`config.mk`:
```
export PLATFORM = sky130hd
export DESIGN_NAME = silver_operand_stage
export DESIGN_NICKNAME = d
export VERILOG_FILES = /design/src/rtl/silver_pkg.sv /design/src/rtl/silver_operand_stage.sv
export VERILOG_INCLUDE_DIRS = /design/src /design/src/include
export SDC_FILE = /design/constraint.sdc
export NUM_CORES = 2
export LEC_CHECK = 0
export BUFFER_PORTS_ARGS = -buffer_cell sky130_fd_sc_hd__buf_2
export CAP_MARGIN = 20
export CORE_UTILIZATION = 45
export DETAILED_ROUTE_END_ITERATION = 8
export PLACE_DENSITY_LB_ADDON = 0.05
export SYNTH_ARGS = -nofsm -noshare
export SYNTH_HDL_FRONTEND = slang
export SYNTH_SLANG_ARGS = --single-unit
export TNS_END_PERCENT = 5
```
`constraint.sdc`:
```
create_clock -name clk -period 11.5 [get_ports clk]
set_clock_uncertainty 0.05 [all_clocks]
set_input_delay 1.15 -clock clk [delete_from_list [all_inputs] [get_ports clk]]
set_output_delay 1.15 -clock clk [all_outputs]
set_load 0.01 [all_outputs]
```
`src/include/silver_params.svh`:
```
`ifndef SILVER_PARAMS_SVH
`define SILVER_PARAMS_SVH

`define SILVER_WORD_W 32
`define SILVER_RADDR_W 6
`define SILVER_NUM_REGS 64

// instruction field widths, packed msb first
`define SILVER_FUNC_W 4
`define SILVER_OPC_W 6
`define SILVER_CONST_W 23   // low constant field, also where LoadUpper splits the word
`define SILVER_UPPER_W 9    // upper constant, fills the bits above SILVER_CONST_W

`define SILVER_OPC_NORMAL 6'd0
`define SILVER_OPC_SHIFT 6'd1

`endif

```
`src/rtl/silver_pkg.sv`:
```
`include "silver_params.svh"

package silver_pkg;

   typedef enum logic [2:0] {
      kind_normal,
      kind_shift,
      kind_load_const,
      kind_load_upper,
      kind_illegal
   } op_kind_e;

   typedef enum logic [`SILVER_FUNC_W-1:0] {
      func_add, func_addc, func_sub, func_carry,
      func_overflow, func_inc, func_dec, func_mul,
      func_mulhu, func_and, func_or, func_xor,
      func_equal, func_less, func_lower, func_snd
   } alu_func_e;

   typedef struct packed {
      logic                       w_imm;   // set on a normal op makes it illegal
      logic [`SILVER_RADDR_W-1:0] rw;
      logic                       cls;     // constant class
      logic                       a_imm;
      logic [`SILVER_RADDR_W-1:0] ra;
      logic                       b_imm;
      logic [`SILVER_RADDR_W-1:0] rb;
      logic [`SILVER_FUNC_W-1:0]  func;
      logic [`SILVER_OPC_W-1:0]   opc;
   } alu_fmt_t;

   typedef struct packed {
      logic                       long_c;
      logic [`SILVER_RADDR_W-1:0] rw;
      logic                       cls;
      logic                       neg;
      logic [`SILVER_CONST_W-1:0] value;
   } const_fmt_t;

   // bit 24 picks the view
   typedef union packed {
      alu_fmt_t   alu_fmt;
      const_fmt_t const_fmt;
   } instr_u;

   // raw 6-bit immediate, sign-extended at operand select
   typedef struct packed {
      logic [`SILVER_RADDR_W-1:0] addr;
      logic                       from_reg;
      logic [`SILVER_RADDR_W-1:0] imm;
   } dec_opnd_t;

   typedef struct packed {
      op_kind_e                   kind;
      alu_func_e                  func;
      logic [`SILVER_RADDR_W-1:0] rw;
      dec_opnd_t                  a;
      dec_opnd_t                  b;
      dec_opnd_t                  w;
      logic [`SILVER_WORD_W-1:0]  cimm;
   } decoded_t;

   typedef struct packed {
      logic [`SILVER_RADDR_W-1:0] addr;
      logic                       from_reg;
      logic [`SILVER_WORD_W-1:0]  value;
   } opnd_t;

   typedef struct packed {
      logic                       valid;
      op_kind_e                   kind;
      alu_func_e                  func;
      logic [`SILVER_RADDR_W-1:0] rw;
      opnd_t                      a;
      opnd_t                      b;
      opnd_t                      w;
      logic [`SILVER_WORD_W-1:0]  cimm;
   } issue_t;

   typedef struct packed {
      logic                       valid;    // legal writeback
      logic                       illegal;
      logic [`SILVER_RADDR_W-1:0] rw;
      logic [`SILVER_WORD_W-1:0]  data;
   } result_t;

endpackage

```
`src/rtl/silver_operand_stage.sv`:
```
`include "silver_params.svh"

module silver_operand_stage (
   input  logic                 clk,
   input  logic                 rst_n,
   input  logic                 instr_valid,
   input  silver_pkg::decoded_t dec,
   input  silver_pkg::result_t  wb,
   output silver_pkg::issue_t   issue
);

   logic [`SILVER_WORD_W-1:0] regs [`SILVER_NUM_REGS];
   logic [`SILVER_WORD_W-1:0] rd_a;
   logic [`SILVER_WORD_W-1:0] rd_b;
   logic [`SILVER_WORD_W-1:0] rd_w;
   silver_pkg::issue_t        issue_d;

   function automatic silver_pkg::opnd_t select_opnd(
      input silver_pkg::dec_opnd_t     d,
      input logic [`SILVER_WORD_W-1:0] rdata
   );
      silver_pkg::opnd_t o;
      o.addr     = d.addr;
      o.from_reg = d.from_reg;
      o.value    = d.from_reg ? rdata :
                   {{(`SILVER_WORD_W - `SILVER_RADDR_W){d.imm[`SILVER_RADDR_W-1]}}, d.imm};
      return o;
   endfunction

   // writeback in the same cycle bypasses the array
   assign rd_a = (wb.valid && wb.rw == dec.a.addr) ? wb.data : regs[dec.a.addr];
   assign rd_b = (wb.valid && wb.rw == dec.b.addr) ? wb.data : regs[dec.b.addr];
   assign rd_w = (wb.valid && wb.rw == dec.w.addr) ? wb.data : regs[dec.w.addr];

   always_ff @(posedge clk) begin
      if (!rst_n) begin
         for (int i = 0; i < `SILVER_NUM_REGS; i++) begin
            regs[i] <= '0;
         end
      end else if (wb.valid) begin
         regs[wb.rw] <= wb.data;
      end
   end

   always_comb begin
      issue_d.valid = instr_valid;
      issue_d.kind  = dec.kind;
      issue_d.func  = dec.func;
      issue_d.rw    = dec.rw;
      issue_d.a     = select_opnd(dec.a, rd_a);
      issue_d.b     = select_opnd(dec.b, rd_b);
      issue_d.w     = select_opnd(dec.w, rd_w);
      issue_d.cimm  = dec.cimm;
   end

   always_ff @(posedge clk) begin
      issue <= issue_d;
      if (!rst_n) begin
         issue.valid <= 1'b0;   // payload keeps whatever it had
      end
   end

   // decoder must route the W field to the immediate for long constants
   a_const_w_imm: assert property (@(posedge clk) disable iff (!rst_n)
      issue.valid && issue.kind == silver_pkg::kind_load_const |-> !issue.w.from_reg);

endmodule

```
==> impl_metrics.json <==
{
  "outcome": "complete, no violations",
  "design.core.area_um2": 287900,
  "synth_top_cell_area_share": 0.4724,
  "tns_ps": 0,
  "path_clk_slew_ps": 60,
  "layout_common_cells": "edfxtp_1 (2,048), and2_1 (1,811), mux4_2 (1,652)",
  "drv_slew": 0,
  "ff2ff_setup_slack_ps": 8320,
  "wire_per_inst_um": 44.70,
  "clock-sinks": 2211,
  "end_kind": "flop",
  "r2r_end": "issue[63]",
  "peakVddDrop_uv": 121.7,
  "whs_ps": 298.0,
  "syn_inst": 8478,
  "cts_hold_buffers": 0,
  "htreeDepth": 5,
  "worstMarginPinSlew_ps": 1279,
  "antenna_found_initial": 70,
  "drive_above_1_share": 0.3317,
  "post_cts_buffers": 0,
  "tritoncts": "built",
  "final_common_cell": "edfxtp_1",
  "clk_path_buf_depth": 4,
  "async_flop_share": 0,
  "start_util": 0.4522,
  "hpwl_um": 319000,
  "n_fill_cell": 23902,
  "worst_path_largest_cell_delay_ps": 860,
  "synth_area_um2": 130200,
  "p_sw_frac": 0.2728,
  "p_clk_frac": 0.397,
  "fmax_ghz": 0.1840,
  "synth_seq_cells": 2211,
  "fp.dieArea_um2": 291500,
  "drt_iter0_drc": 13432,
  "cts_resized": 0,
  "synth-main-ff-cell": "edfxtp_1",
  "crit_chain": "buf_6, nand2_1, nor3_2, buf_4, nand2_1, nor3_2, buf_4, nand2b_2, buf_4",
  "r2r_start": "regs[2][31]",
  "drcViolationCount": 0,
  "r2r_cells": 4,
  "relSlewSlack": 0.1395,
  "finalCritPeriodShare": 0.4726,
  "crit_type": "in2reg",
  "yosysSeqAreaShare": 0.4975,
  "cts_buffers": 269,
  "maxCapViolCount": 0,
  "synth_top_family_by_area": "multiplexers",
  "final-hold-violation-count": 0,
  "slowest_stage": "nand2b_2",
  "synth-edff-count": 2048,
  "cp_data_required_time_ps": 11990,
  "ios": 290,
  "start_kind": "input pin",
  "wl_um": 551800,
  "p_per_area_nw_per_um2": 146.9,
  "seq_area_um2": 64760,
  "arrival_ps": 5920,
  "p_comb_frac": 0.152,
  "syn_to_final_growth_pct": 10.92,
  "row_count": 197,
  "die_y_um": 539.9,
  "gp_congestion": 0.9191,
  "p_sw_w": 0.005788,
  "first_pass_iters": 6,
  "cp_common_cell": "buf_4",
  "startpoint": "rst_n",
  "internal-power_w": 0.01543,
  "synth-compound-area-share": 0.03138,
  "postSynthAreaPerCell_um2": 15.36,
  "syn_nets": 8605,
  "period_needed_ps": 5435,
  "synth.distinct_cells": 62,
  "finalSetupViolations": 0,
  "hp-start": "dec[26]",
  "grt_pass1_vias": 86272,
  "gr-total-overflow": 0,
  "grt_pass1_wl_um": 740300,
  "portBuffers": 288,
  "worst_setup_path_endpoint": "regs[10][30]",
  "clk_latency_ps": 930,
  "fin_nets": 8455,
  "num_vias": 87995,
  "hp-class": "in2reg",
  "rsz0062_at_grt": "no",
  "multi_input_area_um2": 62180,
  "muxShareOfSynthArea": 0.3206,
  "synth_warnings": 0,
  "grt_use_total": 0.3745,
  "ant_nets": 0,
  "seqPwrFrac": 0.452,
  "viasPerCell": 7.127,
  "grt_max_degree": 106,
  "synth_top_area_cell": "edfxtp_1",
  "synth_simple_gate_area_frac": 0.1144,
  "synthTopCellsByArea": "edfxtp_1 (47%), mux4_2 (29%), and2_1 (8.7%), mux2i_1 (3.2%), dfxtp_1 (2.5%)",
  "die_w_um": 539.9,
  "cts-root-buf": "clkbuf_16",
  "p_leak_nw": 49.05,
  "worstPathMaxFanout": 62,
  "synthAdderAreaFrac": 0,
  "synth_xor_area_frac": 0.001211
}
power groups by stage:
stage / Combinational (W) / Clock, W / Sequential [W]
floorplan: 0.00192 / 0 / 0.00963
global placement: 0.00313 / 0 / 0.00968
detailed placement: 0.00314 / 0 / 0.00973
CTS: 0.00314 / 0.00846 / 0.00956
global route: 0.00328 / 0.00874 / 0.00962
finish: 0.00322 / 0.00842 / 0.00958
worst max-delay path: cells and delay by family:
kind | cells | cell delay (ps)
and+or+nand+nor | 5 | 2070
buffers and inverters | 4 | 2540
layer usage:
metal  track usage  routed length (um)  vias to the layer above
li1              -                   -                    33560
met1        0.4677              195200                    46536
met2        0.5859              254300                     6339
met3        0.1063               65580                     1532
met4        0.2137               36500                       28
met5             0                 220                        -
registers in the layout, indices dropped and copies added, names as in the netlist:
register,flops
issue,163
regs,2048
worst min-delay path by stage:
stage,end,slack (ps),depth (start not counted)
final,issue[26],300,1
after global routing,issue[161],290,1
after global placement,issue[91],870,5
after detailed placement,issue[91],880,5
after floorplan,issue[91],770,6
after CTS,issue[25],260,1
synthesized netlist by cell type (96+ instances only):
| cell | count |
|---|---|
| buf_2 | 167 |
| mux2i_1 | 421 |
| and3_1 | 132 |
| nor2_1 | 116 |
| clkbuf_1 | 669 |
| edfxtp_1 | 2048 |
| mux4_2 | 1652 |
| nand3_1 | 96 |
| dfxtp_1 | 163 |
| a22oi_1 | 205 |
| nor3_1 | 143 |
| o21ai_0 | 99 |
| and2_1 | 1812 |
logic make-up (layout without fill, tap and decap cells):
family | after synthesis | after routing
compound gates | 610 | 610
simple gates | 2506 | 2506
buf+inv | 1032 | 1081
other cells | 0 | 38
flops | 2211 | 2211
xor+xnor | 18 | 18
mux | 2101 | 2101
final cells by class:
cell class | count | area share
flip-flops and latches | 2211 | 0.4485
multi-input cells | 5235 | 0.4306
clock buffers | 387 | 0.05412
well taps | 3781 | 0.03276
repair buffers | 606 | 0.02904
clock inverters | 83 | 0.004159
diodes | 38 | 0.0006585
inverters | 5 | 0.0001646
through the flow:
step	cell area (um2)	setup slack [ps]	std cells	util	power (W)
after floorplan	130200	6296	8478	-	0.01155
after global placement	135800	5450	11829	0.4717	0.01281
after detailed placement	135800	5354	11831	0.4717	0.01287
after CTS	144200	6300	12301	0.5010	0.02117
after global routing	144300	6157	12312	0.5013	0.02164
final	144400	6065	12346	0.5016	0.02122
Note: power is estimated with default switching activity, not from simulation.
