==> src/include/silver_params.svh <==
`ifndef SILVER_PARAMS_SVH
`define SILVER_PARAMS_SVH

`define SILVER_WORD_W 32
`define SILVER_RADDR_W 6
`define SILVER_NUM_REGS 64

// instruction field widths, packed msb first
`define SILVER_FUNC_W 4
`define SILVER_OPC_W 6
`define SILVER_CONST_W 23   // low constant field, also where LoadUpper splits the word
`define SILVER_UPPER_W 9    // upper constant, fills the bits above SILVER_CONST_W

`define SILVER_OPC_NORMAL 6'd0
`define SILVER_OPC_SHIFT 6'd1

`endif

==> src/rtl/silver_pkg.sv <==
`include "silver_params.svh"

package silver_pkg;

   typedef enum logic [2:0] {
      kind_normal,
      kind_shift,
      kind_load_const,
      kind_load_upper,
      kind_illegal
   } op_kind_e;

   typedef enum logic [`SILVER_FUNC_W-1:0] {
      func_add, func_addc, func_sub, func_carry,
      func_overflow, func_inc, func_dec, func_mul,
      func_mulhu, func_and, func_or, func_xor,
      func_equal, func_less, func_lower, func_snd
   } alu_func_e;

   typedef struct packed {
      logic                       w_imm;   // set on a normal op makes it illegal
      logic [`SILVER_RADDR_W-1:0] rw;
      logic                       cls;     // constant class
      logic                       a_imm;
      logic [`SILVER_RADDR_W-1:0] ra;
      logic                       b_imm;
      logic [`SILVER_RADDR_W-1:0] rb;
      logic [`SILVER_FUNC_W-1:0]  func;
      logic [`SILVER_OPC_W-1:0]   opc;
   } alu_fmt_t;

   typedef struct packed {
      logic                       long_c;
      logic [`SILVER_RADDR_W-1:0] rw;
      logic                       cls;
      logic                       neg;
      logic [`SILVER_CONST_W-1:0] value;
   } const_fmt_t;

   // bit 24 picks the view
   typedef union packed {
      alu_fmt_t   alu_fmt;
      const_fmt_t const_fmt;
   } instr_u;

   // raw 6-bit immediate, sign-extended at operand select
   typedef struct packed {
      logic [`SILVER_RADDR_W-1:0] addr;
      logic                       from_reg;
      logic [`SILVER_RADDR_W-1:0] imm;
   } dec_opnd_t;

   typedef struct packed {
      op_kind_e                   kind;
      alu_func_e                  func;
      logic [`SILVER_RADDR_W-1:0] rw;
      dec_opnd_t                  a;
      dec_opnd_t                  b;
      dec_opnd_t                  w;
      logic [`SILVER_WORD_W-1:0]  cimm;
   } decoded_t;

   typedef struct packed {
      logic [`SILVER_RADDR_W-1:0] addr;
      logic                       from_reg;
      logic [`SILVER_WORD_W-1:0]  value;
   } opnd_t;

   typedef struct packed {
      logic                       valid;
      op_kind_e                   kind;
      alu_func_e                  func;
      logic [`SILVER_RADDR_W-1:0] rw;
      opnd_t                      a;
      opnd_t                      b;
      opnd_t                      w;
      logic [`SILVER_WORD_W-1:0]  cimm;
   } issue_t;

   typedef struct packed {
      logic                       valid;    // legal writeback
      logic                       illegal;
      logic [`SILVER_RADDR_W-1:0] rw;
      logic [`SILVER_WORD_W-1:0]  data;
   } result_t;

endpackage

==> src/rtl/silver_decode.sv <==
`include "silver_params.svh"

module silver_decode (
   input  silver_pkg::instr_u   instr,
   output silver_pkg::decoded_t dec
);

   logic upper_ok;
   logic [`SILVER_WORD_W-1:0] const_val;

   // LoadUpper needs bits 23..9 clear
   assign upper_ok = ({instr.const_fmt.neg,
                       instr.const_fmt.value[`SILVER_CONST_W-1:`SILVER_UPPER_W]} == '0);

   assign const_val = {{`SILVER_UPPER_W{1'b0}}, instr.const_fmt.value};

   always_comb begin
      dec.func = silver_pkg::alu_func_e'(instr.alu_fmt.func);
      dec.rw   = instr.alu_fmt.rw;

      dec.a.addr     = instr.alu_fmt.ra;
      dec.a.from_reg = !instr.alu_fmt.a_imm;
      dec.a.imm      = instr.alu_fmt.ra;

      dec.b.addr     = instr.alu_fmt.rb;
      dec.b.from_reg = !instr.alu_fmt.b_imm;
      dec.b.imm      = instr.alu_fmt.rb;

      dec.w.addr     = instr.alu_fmt.rw;
      dec.w.from_reg = !instr.alu_fmt.w_imm;
      dec.w.imm      = instr.alu_fmt.rw;

      dec.kind = silver_pkg::kind_illegal;
      dec.cimm = '0;

      if (instr.const_fmt.cls) begin
         if (instr.const_fmt.long_c) begin
            dec.kind = silver_pkg::kind_load_const;
            dec.cimm = instr.const_fmt.neg ? ('0 - const_val) : const_val;
         end else if (upper_ok) begin
            dec.kind = silver_pkg::kind_load_upper;
            dec.cimm = {{`SILVER_CONST_W{1'b0}},
                        instr.const_fmt.value[`SILVER_UPPER_W-1:0]};
         end
      end else if (!instr.alu_fmt.w_imm) begin
         if (instr.alu_fmt.opc == `SILVER_OPC_NORMAL) begin
            dec.kind = silver_pkg::kind_normal;
         end else if (instr.alu_fmt.opc == `SILVER_OPC_SHIFT) begin
            dec.kind = silver_pkg::kind_shift;
         end
      end
   end

endmodule

==> config.mk <==
export PLATFORM = sky130hd
export DESIGN_NAME = silver_decode
export DESIGN_NICKNAME = d
export VERILOG_FILES = /design/src/rtl/silver_pkg.sv /design/src/rtl/silver_decode.sv
export VERILOG_INCLUDE_DIRS = /design/src /design/src/include
export SDC_FILE = /design/constraint.sdc
export NUM_CORES = 1
export LEC_CHECK = 0
export ABC_AREA = 1
export BUFFER_PORTS_ARGS = -buffer_cell sky130_fd_sc_hd__buf_4
export CORE_ASPECT_RATIO = 0.5
export CORE_MARGIN = 4
export CORE_UTILIZATION = 37
export DETAILED_ROUTE_END_ITERATION = 8
export GPL_TIMING_DRIVEN = 0
export MAX_ROUTING_LAYER = met4
export PLACE_DENSITY_LB_ADDON = 0.2
export SLEW_MARGIN = 20
export SYNTH_ARGS = -nofsm -noshare
export SYNTH_HDL_FRONTEND = slang
export SYNTH_SLANG_ARGS = --single-unit
==> constraint.sdc <==
create_clock -name vclk -period 0.94
set_input_delay 0 -clock vclk [all_inputs]
set_output_delay 0 -clock vclk [all_outputs]
set_load 0.01 [all_outputs]
==> flow_results.xml, run 1 <==
<?xml version="1.0" encoding="UTF-8"?>
<metrics>
  <group name="synth">
    <metric name="mappedNetlistNets" unit="">296</metric>
    <metric name="seq_area_frac_synth" unit="">0</metric>
    <metric name="postSynthAreaPerCell" unit="um^2">5.32</metric>
    <metric name="synthCells" unit="">262</metric>
    <metric name="yosysWarnings" unit="">0</metric>
    <metric name="netlist-cell-type-count" unit="">23</metric>
    <metric name="synthesis.area" unit="um^2">1400</metric>
  </group>
  <group name="placement">
    <metric name="port-buffer-count" unit="">110</metric>
    <metric name="dp_hpwl" unit="um">3890</metric>
    <metric name="routability_congestion_estimate" unit="">0.872</metric>
    <metric name="pre_cts_ws" unit="ns">-0.349</metric>
  </group>
  <group name="power_and_ir_drop">
    <metric name="power_leakage" unit="nW">1.54</metric>
    <metric name="power.total" unit="mW">1.25</metric>
    <metric name="power_density" unit="nW/um^2">434</metric>
    <metric name="ir_worst_vdd" unit="mV">0.229</metric>
  </group>
  <group name="setup_path">
    <metric name="cp_slowest_stage_delay" unit="ns">0.15</metric>
    <metric name="cp-end-kind" unit="">primary output</metric>
    <metric name="path_buf_inv" unit="">6</metric>
    <metric name="timing.critical_path.slowest_stage_cell" unit="">sky130_fd_sc_hd__clkinvlp_4</metric>
    <metric name="cp-start-kind" unit="">input pin</metric>
    <metric name="required" unit="ns">0.94</metric>
    <metric name="setup.worst_path.class" unit="">input pin to primary output</metric>
    <metric name="path_cells" unit="">buf_8 -&gt; clkinvlp_4 -&gt; nand3_4 -&gt; nor2_4 -&gt; nand2_4 -&gt; inv_2 -&gt; nand4_1 -&gt; nand3_2 -&gt; clkinvlp_4 -&gt; buf_6 -&gt; buf_6</metric>
    <metric name="critical_path.top_delay_family" unit="">buffers and inverters</metric>
    <metric name="timing.critical_path.fanout_max" unit="">4</metric>
    <metric name="crit_path_start" unit="">instr[0]</metric>
    <metric name="worst-endpoint-arrival" unit="ns">1.26</metric>
  </group>
  <group name="sta">
    <metric name="finalMaxSlewViolations" unit="">0</metric>
    <metric name="final.min_clock_period" unit="ns">1.26</metric>
    <metric name="setup-violations-final" unit="">35</metric>
    <metric name="rsz0062_at_grt" unit="">yes</metric>
    <metric name="fmaxAchievable" unit="MHz">796</metric>
    <metric name="final-hold-violation-count" unit="">0</metric>
    <metric name="timing_worst_slew_pin_value" unit="ns">0.537</metric>
    <metric name="relSlewSlack" unit="">0.638</metric>
    <metric name="finalHoldWorstSlack" unit="ns">0.177</metric>
    <metric name="setup_slack" unit="ns">-0.316</metric>
    <metric name="final_min_period_over_clock_period" unit="">1.34</metric>
  </group>
  <group name="min_path">
    <metric name="hold_path_class" unit="">input pin to primary output</metric>
    <metric name="worstHoldStart" unit="">instr[28]</metric>
  </group>
  <group name="floorplan">
    <metric name="die_area" unit="um^2">4880</metric>
    <metric name="core_area" unit="um^2">3530</metric>
    <metric name="pin_count" unit="">116</metric>
    <metric name="row_count" unit="">15</metric>
    <metric name="fp.dieW" unit="um">94.8</metric>
    <metric name="die_outline_height" unit="um">51.4</metric>
    <metric name="initial_util" unit="">0.395</metric>
  </group>
  <group name="route">
    <metric name="via_per_inst" unit="">4.76</metric>
    <metric name="routed_wl" unit="um">5870</metric>
    <metric name="post-route-drc-count" unit="">0</metric>
    <metric name="drtIter0Drc" unit="">85</metric>
    <metric name="final_ant_viol_nets" unit="">0</metric>
    <metric name="drt-wirelength-per-cell" unit="um">13.2</metric>
    <metric name="vias" unit="">2124</metric>
    <metric name="drt_first_pass_iters" unit="">4</metric>
  </group>
  <group name="grt">
    <metric name="global_route.usage.total" unit="">0.202</metric>
    <metric name="first_global_vias" unit="">1842</metric>
    <metric name="grt.overflow.total" unit="">0</metric>
    <metric name="grt_start_max_net_pins" unit="">12</metric>
    <metric name="grt_pass1_wl" unit="um">7990</metric>
    <metric name="antenna_found_initial" unit="">0</metric>
  </group>
  <group name="finish">
    <metric name="post_route_cells_drive_above_1_share" unit="">0.678</metric>
    <metric name="area_growth" unit="%">107</metric>
    <metric name="multiInputGateArea" unit="um^2">1130</metric>
    <metric name="fillers" unit="">235</metric>
    <metric name="seq_cells" unit="">0</metric>
    <metric name="area.sequential" unit="um^2">0</metric>
    <metric name="mostFrequentLayoutCells" unit="">160 x sky130_fd_sc_hd__buf_4, 42 x sky130_fd_sc_hd__nand2_1, 25 x sky130_fd_sc_hd__inv_1, 25 x sky130_fd_sc_hd__buf_6, 23 x sky130_fd_sc_hd__nor2_1</metric>
    <metric name="mostFrequentLayoutCell" unit="">sky130_fd_sc_hd__buf_4</metric>
    <metric name="antenna_cells" unit="">0</metric>
    <metric name="layout.nets" unit="">431</metric>
    <metric name="layout.clock_buffers" unit="">0</metric>
  </group>
  <group name="run_status">
    <metric name="failed_checks" unit="">setup timing</metric>
    <metric name="status" unit="">finished, violations left</metric>
  </group>
  <group name="cts">
    <metric name="cts.hold.buffers_added" unit="">0</metric>
  </group>
  <group name="job">
    <metric name="cap_viol_max_count" unit="">0</metric>
  </group>
</metrics>
[kinds of logic (layout without fill, tap and decap cells)]
family,Yosys count,after routing,share of synthesized area
simple gates,130,131,0.438
fa+ha+maj,2,2,0.0179
xor+xnor,1,1,0.00628
compound gates,34,34,0.133
buf+inv,95,227,0.405
[routing by layer]
layer,share of wire,GRT usage
met2,0.54,0.390
met5,0,-
met3,0.096,0.0250
met4,0.0026,0.00718
met1,0.36,0.237
[layout make-up]
type,count,share of cell area
plain buffers,57,0.156
inverters,38,0.0554
multi-input cells,168,0.392
well taps,51,0.0221
repair buffers,131,0.373
repair inverters,1,0.00260
[synth_stat cells (all sizes together)]
master / instances / area (um^2)
and2: 1 / 6.26
ha: 2 / 25.0
xnor2: 1 / 8.76
nand2: 61 / 267
inv: 38 / 143
o21ai: 19 / 106
a21oi: 15 / 78.8
buf: 57 / 423
nor2: 41 / 174
nand3: 17 / 100
nor3: 3 / 20.0
nand4: 7 / 43.8
[path summary, 6_finish.rpt]
kind | to | slack (ns) | cells after the start
hold / removal | dec[74] | 0.18 | 2
setup / recovery | dec[24] | -0.32 | 11
[per-stage QoR]
| step | cells | utilization | instance area, um^2 | TNS, ns |
|---|---|---|---|---|
| 5_1_grt | 446 | 0.820 | 2890 | -9.51 |
| 3_5_place_dp | 423 | 0.655 | 2310 | -8.55 |
| 4_1_cts | 434 | 0.741 | 2610 | -5.13 |
| 6_report | 446 | 0.820 | 2890 | -7.09 |
| 2_1_floorplan | 262 | - | 1420 | 0 |
| 3_3_place_gp | 423 | 0.655 | 2310 | -7.90 |
[repair_timing]
item | CTS | global route
hold endpoints to repair | 0 | 0
resized for setup | 63 | 58
setup buffers | 9 | 13
pin swaps | 30 | 36
gates cloned | 2 | 0
setup endpoints to repair | 35 | 35
[power by group]
part	internal [mW]	total [mW]	switching, mW	leakage (nW)
sequential	0	0	0	0
clock	0	0	0	0
combinational	0.645	1.25	0.610	1.54
(Power assumes the default switching activity.)
==> inputs of run 2 (changes only) <==
Settings changed: CORE_UTILIZATION 37 to 41.
Clock period 0.94 ns to 1.4 ns, I/O delays scaled along.
==> flow_results.xml, run 2 (synthesis gave the netlist of run 1 again) <==
<?xml version="1.0" encoding="UTF-8"?>
<metrics>
  <group name="power_and_ir_drop">
    <metric name="ir_worst_vdd" unit="mV">0.134</metric>
    <metric name="power_density" unit="nW/um^2">296</metric>
    <metric name="power_leakage" unit="nW">1.34</metric>
  </group>
  <group name="sta">
    <metric name="relSlewSlack" unit="">0.660</metric>
    <metric name="final.setup.tns" unit="ns">0</metric>
    <metric name="fmaxAchievable" unit="MHz">795</metric>
    <metric name="setup-violations-final" unit="">0</metric>
    <metric name="setup_slack" unit="ns">0.143</metric>
    <metric name="final-hold-violation-count" unit="">0</metric>
    <metric name="rsz0062_at_grt" unit="">no</metric>
    <metric name="finalHoldWorstSlack" unit="ns">0.177</metric>
    <metric name="final.min_clock_period" unit="ns">1.26</metric>
    <metric name="timing_worst_slew_pin_value" unit="ns">0.505</metric>
    <metric name="finalMaxSlewViolations" unit="">0</metric>
    <metric name="final_min_period_over_clock_period" unit="">0.898</metric>
  </group>
  <group name="setup_path">
    <metric name="path_cells" unit="">buf_4 -&gt; inv_1 -&gt; ha_4 -&gt; nand2_2 -&gt; nor2_4 -&gt; nand2_2 -&gt; nand2_4 -&gt; nand3_2 -&gt; nand2_1 -&gt; inv_1 -&gt; nor2_1 -&gt; buf_4</metric>
    <metric name="worst-endpoint-arrival" unit="ns">1.26</metric>
    <metric name="critical_path_depth" unit="">12</metric>
    <metric name="cp-end-kind" unit="">primary output</metric>
    <metric name="required" unit="ns">1.40</metric>
    <metric name="cp-start-kind" unit="">input pin</metric>
    <metric name="path_buf_inv" unit="">4</metric>
    <metric name="cp_slowest_stage_delay" unit="ns">0.18</metric>
    <metric name="timing.critical_path.slowest_stage_cell" unit="">sky130_fd_sc_hd__ha_4</metric>
    <metric name="critical_path.top_delay_family" unit="">simple AND/OR/NAND/NOR gates</metric>
    <metric name="setup.worst_path.class" unit="">input pin to primary output</metric>
    <metric name="timing.critical_path.fanout_max" unit="">10</metric>
  </group>
  <group name="grt">
    <metric name="first_global_vias" unit="">1700</metric>
    <metric name="grt.overflow.total" unit="">0</metric>
    <metric name="global_route.usage.total" unit="">0.193</metric>
    <metric name="grt_pass1_wl" unit="um">7380</metric>
    <metric name="grt_start_max_net_pins" unit="">11</metric>
    <metric name="antenna_found_initial" unit="">0</metric>
  </group>
  <group name="placement">
    <metric name="dp_hpwl" unit="um">3970</metric>
    <metric name="port-buffer-count" unit="">110</metric>
    <metric name="pre_cts_ws" unit="ns">0.0517</metric>
    <metric name="place_area" unit="um^2">2270</metric>
    <metric name="routability_congestion_estimate" unit="">0.858</metric>
  </group>
  <group name="finish">
    <metric name="layout_cell_area_excl_fill" unit="um^2">2290</metric>
    <metric name="layout.nets" unit="">408</metric>
    <metric name="seq_cells" unit="">0</metric>
    <metric name="antenna_cells" unit="">0</metric>
    <metric name="utilization_after_layout" unit="">0.731</metric>
    <metric name="fillers" unit="">278</metric>
    <metric name="mostFrequentLayoutCell" unit="">sky130_fd_sc_hd__buf_4</metric>
    <metric name="area.sequential" unit="um^2">0</metric>
    <metric name="area_growth" unit="%">64.2</metric>
    <metric name="layout.clock_buffers" unit="">0</metric>
    <metric name="mostFrequentLayoutCells" unit="">165 x sky130_fd_sc_hd__buf_4, 52 x sky130_fd_sc_hd__nand2_1, 35 x sky130_fd_sc_hd__inv_1</metric>
    <metric name="post_route_cells_drive_above_1_share" unit="">0.530</metric>
  </group>
  <group name="floorplan">
    <metric name="initial_util" unit="">0.445</metric>
    <metric name="core_area" unit="um^2">3140</metric>
    <metric name="pin_count" unit="">116</metric>
    <metric name="die_area" unit="um^2">4460</metric>
    <metric name="die_outline_height" unit="um">49.2</metric>
    <metric name="row_count" unit="">14</metric>
    <metric name="fp.dieW" unit="um">90.5</metric>
  </group>
  <group name="cts">
    <metric name="cts_post_setup_buffers_inserted" unit="">0</metric>
  </group>
  <group name="min_path">
    <metric name="hold_path_class" unit="">input pin to primary output</metric>
    <metric name="holdPathStages" unit="">2</metric>
  </group>
  <group name="route">
    <metric name="final_ant_viol_nets" unit="">0</metric>
    <metric name="post-route-drc-count" unit="">0</metric>
    <metric name="drt_first_pass_iters" unit="">4</metric>
    <metric name="drt-wirelength-per-cell" unit="um">11.1</metric>
    <metric name="via_per_inst" unit="">4.72</metric>
    <metric name="vias" unit="">1945</metric>
    <metric name="routed_wl" unit="um">4560</metric>
    <metric name="drtIter0Drc" unit="">140</metric>
  </group>
  <group name="run_status">
    <metric name="status" unit="">completed</metric>
  </group>
  <group name="job">
    <metric name="cap_viol_max_count" unit="">0</metric>
  </group>
</metrics>
==> run 2: cell types whose count changed in the layout (fill, tap and decap cells not counted), sizes merged <==
cell	previous run	this run
buf	188	167
clkinvlp	3	0
inv	36	38
nand2	62	61
==> run 2: cell type report <==
type                       count  area, um^2  area share
buffer                        57         423       0.185
inverter                      38         143      0.0623
multi-input combinational    167         850       0.371
tap                           40        50.0      0.0218
timing repair buffer         110         826       0.360
==> run 2: path summary, 6_finish.rpt <==
kind / startpoint / to / slack [ns]
worst max-delay path: instr[1] / dec[20] / 0.14
worst min-delay path: instr[28] / dec[74] / 0.18
==> run 2: per-layer routing <==
layer	global-route usage	part of all wire	wire, um	vias to the layer above
met5	-	0	0	-
met4	0.0203	0.0046	21	0
met3	0.0185	0.083	378	2
met2	0.344	0.49	2250	102
met1	0.246	0.42	1910	855
li1	-	-	-	986
==> run 2: report_power, final <==
group	leakage (nW)	internal, mW	switching [mW]
combinational	1.34	0.353	0.326
clock	0	0	0
sequential	0	0	0
total	1.34	0.353	0.326
==> run 2: metrics by stage <==
| stage | power [mW] | instances |
|---|---|---|
| floorplan | 0.360 | 262 |
| finish | 0.679 | 412 |
| global route | 0.742 | 412 |
| detailed placement | 0.674 | 412 |
| global placement | 0.658 | 412 |
| CTS | 0.675 | 412 |
==> run 2: timing repair <==
item | CTS | global route
hold buffers | 0 | 0
endpoints found under the setup margin | 0 | 14
resized for setup | 0 | 7
